### config.mk
export PLATFORM = sky130hd
export DESIGN_NAME = llc_top
export DESIGN_NICKNAME = d
export VERILOG_FILES = /design/src/source/llc_geom_pkg.sv /design/src/source/llc_map_pkg.sv /design/src/source/llc_tag_store.sv /design/src/source/llc_data_store.sv /design/src/source/llc_ctrl.sv /design/src/source/llc_top.sv
export SDC_FILE = /design/constraint.sdc
export NUM_CORES = 2
export LEC_CHECK = 0
export ABC_AREA = 1
export BUFFER_PORTS_ARGS = -buffer_cell sky130_fd_sc_hd__clkbuf_2
export CAP_MARGIN = 20
export CELL_PAD_IN_SITES_DETAIL_PLACEMENT = 2
export CELL_PAD_IN_SITES_GLOBAL_PLACEMENT = 2
export CORE_ASPECT_RATIO = 1.25
export CORE_MARGIN = 2
export CORE_UTILIZATION = 45
export DETAILED_ROUTE_END_ITERATION = 6
export GPL_ROUTABILITY_DRIVEN = 1
export PLACE_DENSITY_LB_ADDON = 0.1
export RECOVER_POWER = 25
export SYNTH_ARGS = -nofsm -noshare
export SYNTH_HDL_FRONTEND = slang
export SYNTH_SLANG_ARGS = --single-unit
### constraint.sdc
create_clock -name clk_i -period 6.42 [get_ports clk_i]
set_input_delay 0.642 -clock clk_i [delete_from_list [all_inputs] [get_ports clk_i]]
set_output_delay 0.642 -clock clk_i [all_outputs]
set_load 0.01 [all_outputs]
### src/source/llc_geom_pkg.sv
// geometry of the direct mapped cache and the field layout of an address
package llc_geom_pkg;

  localparam int unsigned AddrWidth        = 32;
  localparam int unsigned DataWidth        = 32;
  localparam int unsigned NoLines          = 64;  // one word per line
  localparam int unsigned ByteOffsetLength = 2;   // word aligned accesses
  localparam int unsigned IndexLength      = $clog2(NoLines);
  localparam int unsigned TagLength        = AddrWidth - IndexLength - ByteOffsetLength;

  // bit positions of the address fields, low bits up
  localparam int unsigned IndexLsb = ByteOffsetLength;
  localparam int unsigned TagLsb   = IndexLsb + IndexLength;

  typedef logic [AddrWidth-1:0]   addr_t;
  typedef logic [DataWidth-1:0]   data_t;
  typedef logic [IndexLength-1:0] index_t;
  typedef logic [TagLength-1:0]   tag_t;

endpackage

### src/source/llc_map_pkg.sv
// address map with the bounds of the cacheable ram window
package llc_map_pkg;

  // window is [RamStartAddr, RamEndAddr)
  localparam llc_geom_pkg::addr_t RamStartAddr = 32'h0000_0000;
  localparam llc_geom_pkg::addr_t RamEndAddr   = 32'h0001_0000;  // first uncached address

endpackage

### src/source/llc_tag_store.sv
// tag and valid array with registered lookup and hit compare
`timescale 1ns/1ps

module llc_tag_store (
  input  logic                clk_i,
  input  logic                reset_i,
  input  logic                lookup_i,       // start a lookup
  input  llc_geom_pkg::addr_t lookup_addr_i,
  input  logic                fill_i,         // write tag and set valid
  input  llc_geom_pkg::addr_t fill_addr_i,
  output logic                hit_o           // one cycle after lookup_i
);
  import llc_geom_pkg::*;

  tag_t               tag_mem [NoLines];
  logic [NoLines-1:0] valid_q;

  index_t lkp_index_q;  // captured lookup fields
  tag_t   lkp_tag_q;
  index_t fill_index;

  assign fill_index = fill_addr_i[IndexLsb +: IndexLength];

  // one valid bit per line, set by a fill
  always_ff @(posedge clk_i) begin
    if (reset_i) begin
      valid_q <= '0;
    end else if (fill_i) begin
      valid_q[fill_index] <= 1'b1;
    end
  end

  always_ff @(posedge clk_i) begin
    if (fill_i) begin
      tag_mem[fill_index] <= fill_addr_i[TagLsb +: TagLength];
    end
    if (lookup_i) begin
      lkp_index_q <= lookup_addr_i[IndexLsb +: IndexLength];
      lkp_tag_q   <= lookup_addr_i[TagLsb +: TagLength];
    end
  end

  // compare against the stored line selected by the captured index
  assign hit_o = valid_q[lkp_index_q] && (tag_mem[lkp_index_q] == lkp_tag_q);

  // the controller must keep fills out of a lookup slot
  a_no_fill_on_lookup : assert property (
    @(posedge clk_i) disable iff (reset_i)
    !(fill_i && lookup_i)
  ) else $error("tag store got a fill and a lookup on the same edge");

endmodule

### src/source/llc_data_store.sv
// data word array with registered read and single word write
`timescale 1ns/1ps

module llc_data_store (
  input  logic                clk_i,
  input  logic                lookup_i,       // registered read at the index
  input  llc_geom_pkg::addr_t lookup_addr_i,
  input  logic                fill_i,         // write one word
  input  llc_geom_pkg::addr_t fill_addr_i,
  input  llc_geom_pkg::data_t fill_data_i,
  output llc_geom_pkg::data_t rdata_o         // one cycle after lookup_i
);
  import llc_geom_pkg::*;

  data_t  data_mem [NoLines];
  data_t  rdata_q;
  index_t lookup_index;
  index_t fill_index;

  assign lookup_index = lookup_addr_i[IndexLsb +: IndexLength];
  assign fill_index   = fill_addr_i[IndexLsb +: IndexLength];

  // write port
  always_ff @(posedge clk_i) begin
    if (fill_i) begin
      data_mem[fill_index] <= fill_data_i;
    end
  end

  // read port
  always_ff @(posedge clk_i) begin
    if (lookup_i) begin
      rdata_q <= data_mem[lookup_index];
    end
  end

  assign rdata_o = rdata_q;

endmodule

### src/source/llc_ctrl.sv
// cache controller with request handshake, bypass decision, hit/miss handling and wishbone master
`timescale 1ns/1ps

module llc_ctrl (
  input  logic                clk_i,
  input  logic                reset_i,
  // cpu request
  input  logic                req_valid_i,
  output logic                req_ready_o,
  input  logic                req_we_i,
  input  llc_geom_pkg::addr_t req_addr_i,
  input  llc_geom_pkg::data_t req_wdata_i,
  // cpu response
  output logic                rsp_valid_o,
  input  logic                rsp_ready_i,
  output llc_geom_pkg::data_t rsp_rdata_o,
  // store lookup
  output logic                lookup_o,
  output llc_geom_pkg::addr_t lookup_addr_o,
  input  logic                hit_i,
  input  llc_geom_pkg::data_t rdata_i,
  // store fill
  output logic                fill_o,
  output llc_geom_pkg::addr_t fill_addr_o,
  output llc_geom_pkg::data_t fill_data_o,
  // wishbone classic master
  output logic                mem_cyc_o,
  output logic                mem_stb_o,
  output logic                mem_we_o,
  output llc_geom_pkg::addr_t mem_adr_o,
  output llc_geom_pkg::data_t mem_dat_o,
  input  logic                mem_ack_i,
  input  llc_geom_pkg::data_t mem_dat_i
);
  import llc_geom_pkg::*;
  import llc_map_pkg::*;

  enum logic [2:0] {
    StIdle,    // ready for a request
    StLookup,  // drive the lookup into both stores
    StCheck,   // store results are valid
    StMem,     // wishbone cycle open
    StResp     // response waiting for rsp_ready_i
  } state_q;

  // latched request
  addr_t addr_q;
  data_t wdata_q;
  logic  we_q;
  logic  cached_q;
  logic  hit_q;    // hit result kept for the write-through fill

  logic  rsp_valid_q;
  data_t rsp_rdata_q;
  logic  cyc_q;
  logic  stb_q;

  logic  req_cached;
  logic  req_accept;
  logic  mem_done;

  assign req_cached = (req_addr_i >= RamStartAddr) && (req_addr_i < RamEndAddr);
  assign req_ready_o = (state_q == StIdle);
  assign req_accept  = req_valid_i && req_ready_o;
  assign mem_done    = (state_q == StMem) && mem_ack_i;

  // control path
  always_ff @(posedge clk_i) begin
    if (reset_i) begin
      state_q     <= StIdle;
      rsp_valid_q <= 1'b0;
      cyc_q       <= 1'b0;
      stb_q       <= 1'b0;
    end else begin
      case (state_q)
        StIdle: begin
          if (req_valid_i) begin
            if (req_cached) begin
              state_q <= StLookup;
            end else begin
              // bypass goes straight to memory
              state_q <= StMem;
              cyc_q   <= 1'b1;
              stb_q   <= 1'b1;
            end
          end
        end
        StLookup: begin
          state_q <= StCheck;
        end
        StCheck: begin
          if (hit_i && !we_q) begin
            state_q     <= StResp;  // read hit is answered from the cache
            rsp_valid_q <= 1'b1;
          end else begin
            state_q <= StMem;       // read miss or write-through
            cyc_q   <= 1'b1;
            stb_q   <= 1'b1;
          end
        end
        StMem: begin
          if (mem_ack_i) begin
            state_q     <= StResp;
            cyc_q       <= 1'b0;    // cycle ends on the ack edge
            stb_q       <= 1'b0;
            rsp_valid_q <= 1'b1;
          end
        end
        StResp: begin
          if (rsp_ready_i) begin
            state_q     <= StIdle;
            rsp_valid_q <= 1'b0;
          end
        end
        default: begin
          state_q <= StIdle;
        end
      endcase
    end
  end

  // request and response payload
  always_ff @(posedge clk_i) begin
    if (req_accept) begin
      addr_q   <= req_addr_i;
      wdata_q  <= req_wdata_i;
      we_q     <= req_we_i;
      cached_q <= req_cached;
    end
    if (state_q == StCheck) begin
      hit_q       <= hit_i;
      rsp_rdata_q <= rdata_i;
    end
    if (mem_done) begin
      rsp_rdata_q <= we_q ? '0 : mem_dat_i;  // writes answer with zero data
    end
  end

  assign lookup_o      = (state_q == StLookup);
  assign lookup_addr_o = addr_q;

  // cached read miss allocates and a cached write hit updates the line
  assign fill_o      = mem_done && cached_q && (!we_q || hit_q);
  assign fill_addr_o = addr_q;
  assign fill_data_o = we_q ? wdata_q : mem_dat_i;

  assign mem_cyc_o = cyc_q;
  assign mem_stb_o = stb_q;
  assign mem_we_o  = we_q;
  assign mem_adr_o = addr_q;
  assign mem_dat_o = wdata_q;

  assign rsp_valid_o = rsp_valid_q;
  assign rsp_rdata_o = rsp_rdata_q;

  // response must hold while the cpu stalls
  a_rsp_stable : assert property (
    @(posedge clk_i) disable iff (reset_i)
    rsp_valid_o && !rsp_ready_i |=> rsp_valid_o && $stable(rsp_rdata_o)
  ) else $error("response changed under back-pressure");

  // strobe stays up inside its cycle with a stable address until the ack
  a_stb_held : assert property (
    @(posedge clk_i) disable iff (reset_i)
    mem_stb_o && !mem_ack_i |=> mem_stb_o && mem_cyc_o && $stable(mem_adr_o)
  ) else $error("wishbone strobe dropped or address changed before the ack");

endmodule

### src/source/llc_top.sv
// top level of the direct mapped last-level cache with its stores and controller
`timescale 1ns/1ps

module llc_top (
  input  logic                clk_i,
  input  logic                reset_i,
  // cpu request
  input  logic                req_valid_i,
  output logic                req_ready_o,
  input  logic                req_we_i,
  input  llc_geom_pkg::addr_t req_addr_i,
  input  llc_geom_pkg::data_t req_wdata_i,
  // cpu response
  output logic                rsp_valid_o,
  input  logic                rsp_ready_i,
  output llc_geom_pkg::data_t rsp_rdata_o,
  // wishbone memory port
  output logic                mem_cyc_o,
  output logic                mem_stb_o,
  output logic                mem_we_o,
  output llc_geom_pkg::addr_t mem_adr_o,
  output llc_geom_pkg::data_t mem_dat_o,
  input  logic                mem_ack_i,
  input  llc_geom_pkg::data_t mem_dat_i
);
  import llc_geom_pkg::*;

  logic  lookup;
  addr_t lookup_addr;
  logic  fill;
  addr_t fill_addr;
  data_t fill_data;
  logic  hit;
  data_t rdata;

  // both stores see the same lookup and fill
  llc_tag_store u_tag_store (
    .clk_i         ( clk_i       ),
    .reset_i       ( reset_i     ),
    .lookup_i      ( lookup      ),
    .lookup_addr_i ( lookup_addr ),
    .fill_i        ( fill        ),
    .fill_addr_i   ( fill_addr   ),
    .hit_o         ( hit         )
  );

  llc_data_store u_data_store (
    .clk_i         ( clk_i       ),
    .lookup_i      ( lookup      ),
    .lookup_addr_i ( lookup_addr ),
    .fill_i        ( fill        ),
    .fill_addr_i   ( fill_addr   ),
    .fill_data_i   ( fill_data   ),
    .rdata_o       ( rdata       )
  );

  llc_ctrl u_ctrl (
    .clk_i         ( clk_i       ),
    .reset_i       ( reset_i     ),
    .req_valid_i   ( req_valid_i ),
    .req_ready_o   ( req_ready_o ),
    .req_we_i      ( req_we_i    ),
    .req_addr_i    ( req_addr_i  ),
    .req_wdata_i   ( req_wdata_i ),
    .rsp_valid_o   ( rsp_valid_o ),
    .rsp_ready_i   ( rsp_ready_i ),
    .rsp_rdata_o   ( rsp_rdata_o ),
    .lookup_o      ( lookup      ),
    .lookup_addr_o ( lookup_addr ),
    .hit_i         ( hit         ),
    .rdata_i       ( rdata       ),
    .fill_o        ( fill        ),
    .fill_addr_o   ( fill_addr   ),
    .fill_data_o   ( fill_data   ),
    .mem_cyc_o     ( mem_cyc_o   ),
    .mem_stb_o     ( mem_stb_o   ),
    .mem_we_o      ( mem_we_o    ),
    .mem_adr_o     ( mem_adr_o   ),
    .mem_dat_o     ( mem_dat_o   ),
    .mem_ack_i     ( mem_ack_i   ),
    .mem_dat_i     ( mem_dat_i   )
  );

endmodule

# == Yosys cells after proc, flatten, opt, wreduce, memory -nomap -nowiden ==
# Memories as Yosys holds them, arrays and structs flattened. A register that Yosys moved wholly into a read port is not among the register bits.
# Cells that the tools add are included.
# classes
n_lt_le_gt_ge,5
n_eq_ne,11
n_mux,26
bitwise,1
n_reduce_logical,17
# ops
cell,count
two-way mux 32 bit,4
OR 64 bit,1
>= comparator 32 x 1 -> 1 bit (second input constant),1
< comparator 32 x 17 -> 1 bit (second input constant),1
equality test 24 bit,1
one-hot mux 3 bit (5 select lines),1
< comparator 6 x 7 -> 1 bit (second input constant),2
two-way mux 3 bit,4
two-way mux 1 bit,11
inequality test 2 bit (second input constant),5
logical AND 1 bit,8
binary-select mux 1 bit (select 6 bit),1
demux 1 bit (select 6 bit),1
equality test 3 x 2 -> 1 bit (second input constant),2
>= comparator 6 x 1 -> 1 bit (second input constant),1
two-way mux 6 bit,1
one-hot mux 1 bit (3 select lines),2
nonzero test 3 bit,2
AND reduction 5 bit,1
AND reduction 4 bit,1
equality test 3 x 1 -> 1 bit (second input constant),1
equality test 3 bit (second input constant),1
zero test 3 bit,1
AND reduction 3 bit,1
other kinds (5),5
# totals
reg_bits,198
mem_bits_rw,3584
word_cells,74
n_memories,2
# mem_list
name,depth,word_bits,read_ports,rd_clocked_by_memory_dff,wr,line_no,text
u_data_store.data_mem,64,32,1,1,1,llc_data_store.sv:15,data_t data_mem [NoLines];
u_tag_store.tag_mem,64,24,1,1,1,llc_tag_store.sv:15,tag_t tag_mem [NoLines];

# == Depth between registers and ports, before layout ==
# logic_depth
ltp_word,6
depth_mapped,24
ltp_nobuf,21

# == Cells and area by module ==
# A second synthesis with hierarchy kept.
# hier_totals
hier_cells,12922
area_unflattened_um2,153995.2
# by_module_without_submodules
mod,n_inst,cells_each,area_each_um2,seq_area_each_um2
llc_data_store,1,6769,83058.4,62459.9
llc_tag_store,1,5740,66293.6,48426.4
llc_ctrl,1,413,4643.2,3072.9

# == Worst setup path after synthesis ==
# OpenSTA, ideal clock, no wires.
# synth_path
path_kind,flip-flop to flip-flop
from,"register u_ctrl.addr_q[2], in the netlist u_ctrl.fill_addr_o[2]"
to,"memory u_data_store.data_mem[33][0] in the netlist's numbering, enable pin"
setup_ns,0.472
arrival_ns,4.235
slack_ns,1.714
path_stages_with_launch,9
path_buffers,4
period_less_slack_ns,4.706
path_cell_list,edfxtp_1 inv_1 nor3_1 buf_2 buf_2 buf_2 buf_2 inv_1 nor2_1
# synth_lines
item,line_no,text
"start, declared",llc_ctrl.sv:47,addr_t addr_q;
"start signal, assigned",llc_ctrl.sv:125,addr_q <= req_addr_i;
"end, declared",llc_data_store.sv:15,
# Straight into the memory's write port.

# == Worst setup path after layout ==
# layout_path
from,register u_ctrl.state_q[1] in the netlist's numbering
to,"memory u_tag_store.tag_mem[5][23] in the netlist's numbering, enable pin"
# layout_via
elab_chain_cells,6
# layout_rtl
item,line_no,text
"start, declared",llc_ctrl.sv:44,} state_q;
"start signal, assigned",llc_ctrl.sv:70,state_q <= StIdle;
"start signal, assigned",llc_ctrl.sv:79,state_q <= StLookup;
"start signal, assigned",llc_ctrl.sv:82,state_q <= StMem;
equality test 3 x 2 -> 1 bit,llc_ctrl.sv:65,assign mem_done = (state_q == StMem) && mem_ack_i;
logical AND 1 bit,llc_ctrl.sv:65,
logical AND 1 bit (2 in series),llc_ctrl.sv:143,assign fill_o = mem_done && cached_q && (!we_q || hit_q);
two-way mux 1 bit,llc_tag_store.sv:34,if (fill_i) begin
two-way mux 1 bit (not written as such),llc_tag_store.sv:35,tag_mem[fill_index] <= fill_addr_i[TagLsb +: TagLength];
"end, declared",llc_tag_store.sv:15,
# No other way between the ends.

==> impl_metrics.csv <==
group,metric,value,unit
clock_tree,cts_buffer_depth,4,
power,leakage,55.7,nW
die,floorplan.initialDensity,0.452,
die,dieArea,327000,um^2
route,top_layer_used,"met5",
synthesis,synth_top_cell_by_area,"edfxtp_1",
worst_hold_path,min_path_type,"in -> reg",
power,peakVddDrop,0.000510,V
route,drcViolationCount,0,
global_routing,grt_pass1_wl,875000,um
sta,relSlewSlack,-1.32,
cells_and_area,layout.nets,10800,
setup_path,path_max_fanout,32,
place,place_congestion,0.804,
sta,hold_viol_final,0,
route,dr_wl_met3,51400,um
job,maxCapViolations,31,
clock_tree,htreeDepth,5,
global_routing,grt_overflow,0,
clock_tree,cts_buffers,387,
place,place_hpwl,327000,um
place,placed_cell_area,152000,um^2
setup_path,cp-start-kind,"register",
route,first_pass_iters,6,
global_routing,track_usage,0.383,
clock_tree,cts_sinks,3820,
cells_and_area,fin_cells,15200,
route,drt-total-wl,635000,um
sta,rsz0062_at_grt,"false",
synthesis,ys.flop_type,"edfxtp_1",
synthesis,yosysTopAreaCellShare,0.775,
die,std_cell_rows,233,
cells_and_area,drive_gt1_frac,0.0960,
sta,slew_violations,1796,
clock_tree,cts_setup_buffers,0,
sta,tightest_slew,3.47,ns
route,wl_met2,312000,um
power,cellPowerDensity,431,nW/um^2
setup_path,arrival,6.23,ns
synthesis,avgSynthCellArea,14.1,um^2
synthesis,synthCells,10300,
sta,fin_crit_sh,0.879,
cells_and_area,fin_area,165000,um^2
route,wire_per_inst,41.8,um
global_routing,grt_max_degree,201,
synthesis,synthArstFlopShare,0,
route,drt-vias-per-instance,6.59,
sta,tns,0,ns
synthesis,ys_warn_count,0,
route,m1WireLength,226000,um
setup_path,cp-end-kind,"register",
clock_tree,cts-resized-gates,0,
run_status,violations,"capacitance limit, slew limit",
route,dr.first_iter.drc_count,13000,
synthesis,synth_area_leaders,"edfxtp_1 (77%), nand2_1 (7.6%), nand3_1 (4.6%)",
sta,fin_skew,0.0538,ns
synthesis,syn_nets,10400,
power,total_power,71.3,mW
die,io_pins,203,
synthesis,syn_area,145000,um^2
setup_path,worstPathRequired,7.01,ns
synthesis,synth_cell_types,39,
route,num_vias,100000,
cells_and_area,fillers,29600,
die,dieWidth,512,um
sta,finalSetupViolations,0,
synthesis,ys_ff_latch,3820,
sta,max_freq,177,MHz
global_routing,grt_pass1_vias,108000,
cells_and_area,synthToLayoutAreaGrowth,13.9,%
die,core_area,322000,um^2
place,post-place-cells,14400,
clock_tree,clk_pin_slew,0.07,ns
clock_tree,clkLatencyLatePin,0.98,ns
sta,period_minus_slack,5.64,ns
synthesis,seq_area_frac_synth,0.785,
clock_tree,cts_tree,"built",
setup_path,path_class,"reg -> reg",
place,port_buffers,202,
run_status,run_status,"finished with violations",
clock_tree,cts_root_buf,"clkbuf_16",
synthesis,synth-edff-count,3745,
global_routing,antenna_found_initial,21,
route,ant_nets,0,
die,die_h,639,um
per-layer routing:
| metal | up-vias | global-route usage |
|---|---|---|
| li1 | 39100 | - |
| met1 | 53100 | 0.452 |
| met2 | 6097 | 0.646 |
| met3 | 1892 | 0.0725 |
| met4 | 14 | 0.240 |
| met5 | - | 0 |
through the flow:
stage	util	setup WS (ns)	hold slack, ns
3_3_place_gp	0.474	1.58	0.451
2_1_floorplan	-	1.71	0.440
3_5_place_dp	0.474	1.21	0.465
5_1_grt	0.514	0.922	0.105
4_1_cts	0.514	1.26	0.0519
6_report	0.514	0.780	0.100
cell families (layout without fill, tap and decap cells):
| family | after synthesis | count (layout) | share of synthesized area |
|---|---|---|---|
| AND/OR/NAND/NOR | 4805 | 4805 | 0.140 |
| flip-flops | 3820 | 3820 | 0.785 |
| AO/OA/AOI/OAI | 967 | 967 | 0.0518 |
| buffers and inverters | 697 | 1379 | 0.0230 |
| other | 0 | 14 | 0 |
synthesized netlist by cell type (20+ instances only):
library cell,instances
dfxtp_1,75
o21ai_0,93
edfxtp_1,3745
buf_1,85
buf_2,217
nor2_1,262
a22o_1,198
nand2_1,2944
a221oi_1,266
nand3_1,1339
nand4_1,220
inv_1,79
a22oi_1,316
clkbuf_1,232
buf_4,44
a21oi_1,30
buf_6,32
o22ai_1,20
power breakdown:
part,internal [mW],total [mW],leakage (nW),switching [mW]
Combinational,4.14,18.0,15.4,13.8
Clock,12.8,23.3,5.96,10.6
Sequential,29.5,30.0,34.4,0.499
Total,46.4,71.3,55.7,24.9
cell type report:
cell class,count,area (um^2),area share
Sequential cell,3820,114000,0.689
Multi-Input combinational cell,5772,28500,0.172
Clock buffer,480,10300,0.0626
Tap cell,4230,5290,0.0320
Timing Repair Buffer,604,4940,0.0299
Clock inverter,212,1910,0.0116
Inverter,83,349,0.00211
Antenna cell,14,35.0,0.000212
repair_timing:
action | in CTS | in global routing
endpoints found under the setup margin | 0 | 0
endpoints found under the hold margin | 64 | 0
hold buffers | 64 | 0
final timing paths:
| kind | start | endpoint | slack (ns) | cells past startpoint |
|---|---|---|---|---|
| worst min-delay path | mem_dat_i[11] | u_ctrl.rsp_rdata_o[11] | 0.10 | 3 |
| worst max-delay path | u_ctrl.state_q[1] | u_tag_store.tag_mem[5][23] | 0.78 | 11 |
| worst min register to register | u_tag_store.valid_q[13] | u_tag_store.valid_q[13] | 0.48 | 2 |
| worst max register to register | u_ctrl.state_q[1] | u_tag_store.tag_mem[5][23] | 0.78 | 11 |
flip-flops by register name, indices dropped and copies added (netlist names), 6 cells and up, named ones only:
register	cells
u_data_store.data_mem	2048
u_tag_store.tag_mem	1536
u_tag_store.valid_q	64
u_ctrl.fill_addr_o	32
u_ctrl.mem_dat_o	32
u_ctrl.rsp_rdata_o	32
u_data_store.rdata_o	32
u_tag_store.lkp_tag_q	24
u_tag_store.lkp_index_q	6
critical path, stage by stage, from the launching register on:
cell and delay [ns]:
dfxtp_1 0.36, inv_1 0.05, nor2_1 0.20, inv_1 0.13, nor2_1 0.92, nand2_4 0.43, nor3_1 0.55, inv_1 0.25
nor2_1 0.26, inv_1 0.45, nor2_4 1.07, buf_12 0.48
cell usage in the layout, fill, tap and decap left out, types with 33 or more instances in the layout:
cell	netlist	final
dfxtp_1	75	69
o21ai_0	93	92
nor2_1	262	198
edfxtp_1	3745	3745
nand2_1	2944	2935
a22oi_1	316	316
buf_12	1	72
clkbuf_2	0	113
buf_4	44	230
dlygate4sd3_1	0	64
clkbuf_1	232	197
nor2_4	0	64
inv_1	79	74
nand3_1	1339	1339
clkinv_1	1	92
nand4_1	220	220
a22o_1	198	198
clkinv_2	0	57
a221oi_1	266	266
clkbuf_16	0	400
bufinv_16	0	33
(Power assumes the default switching activity.)
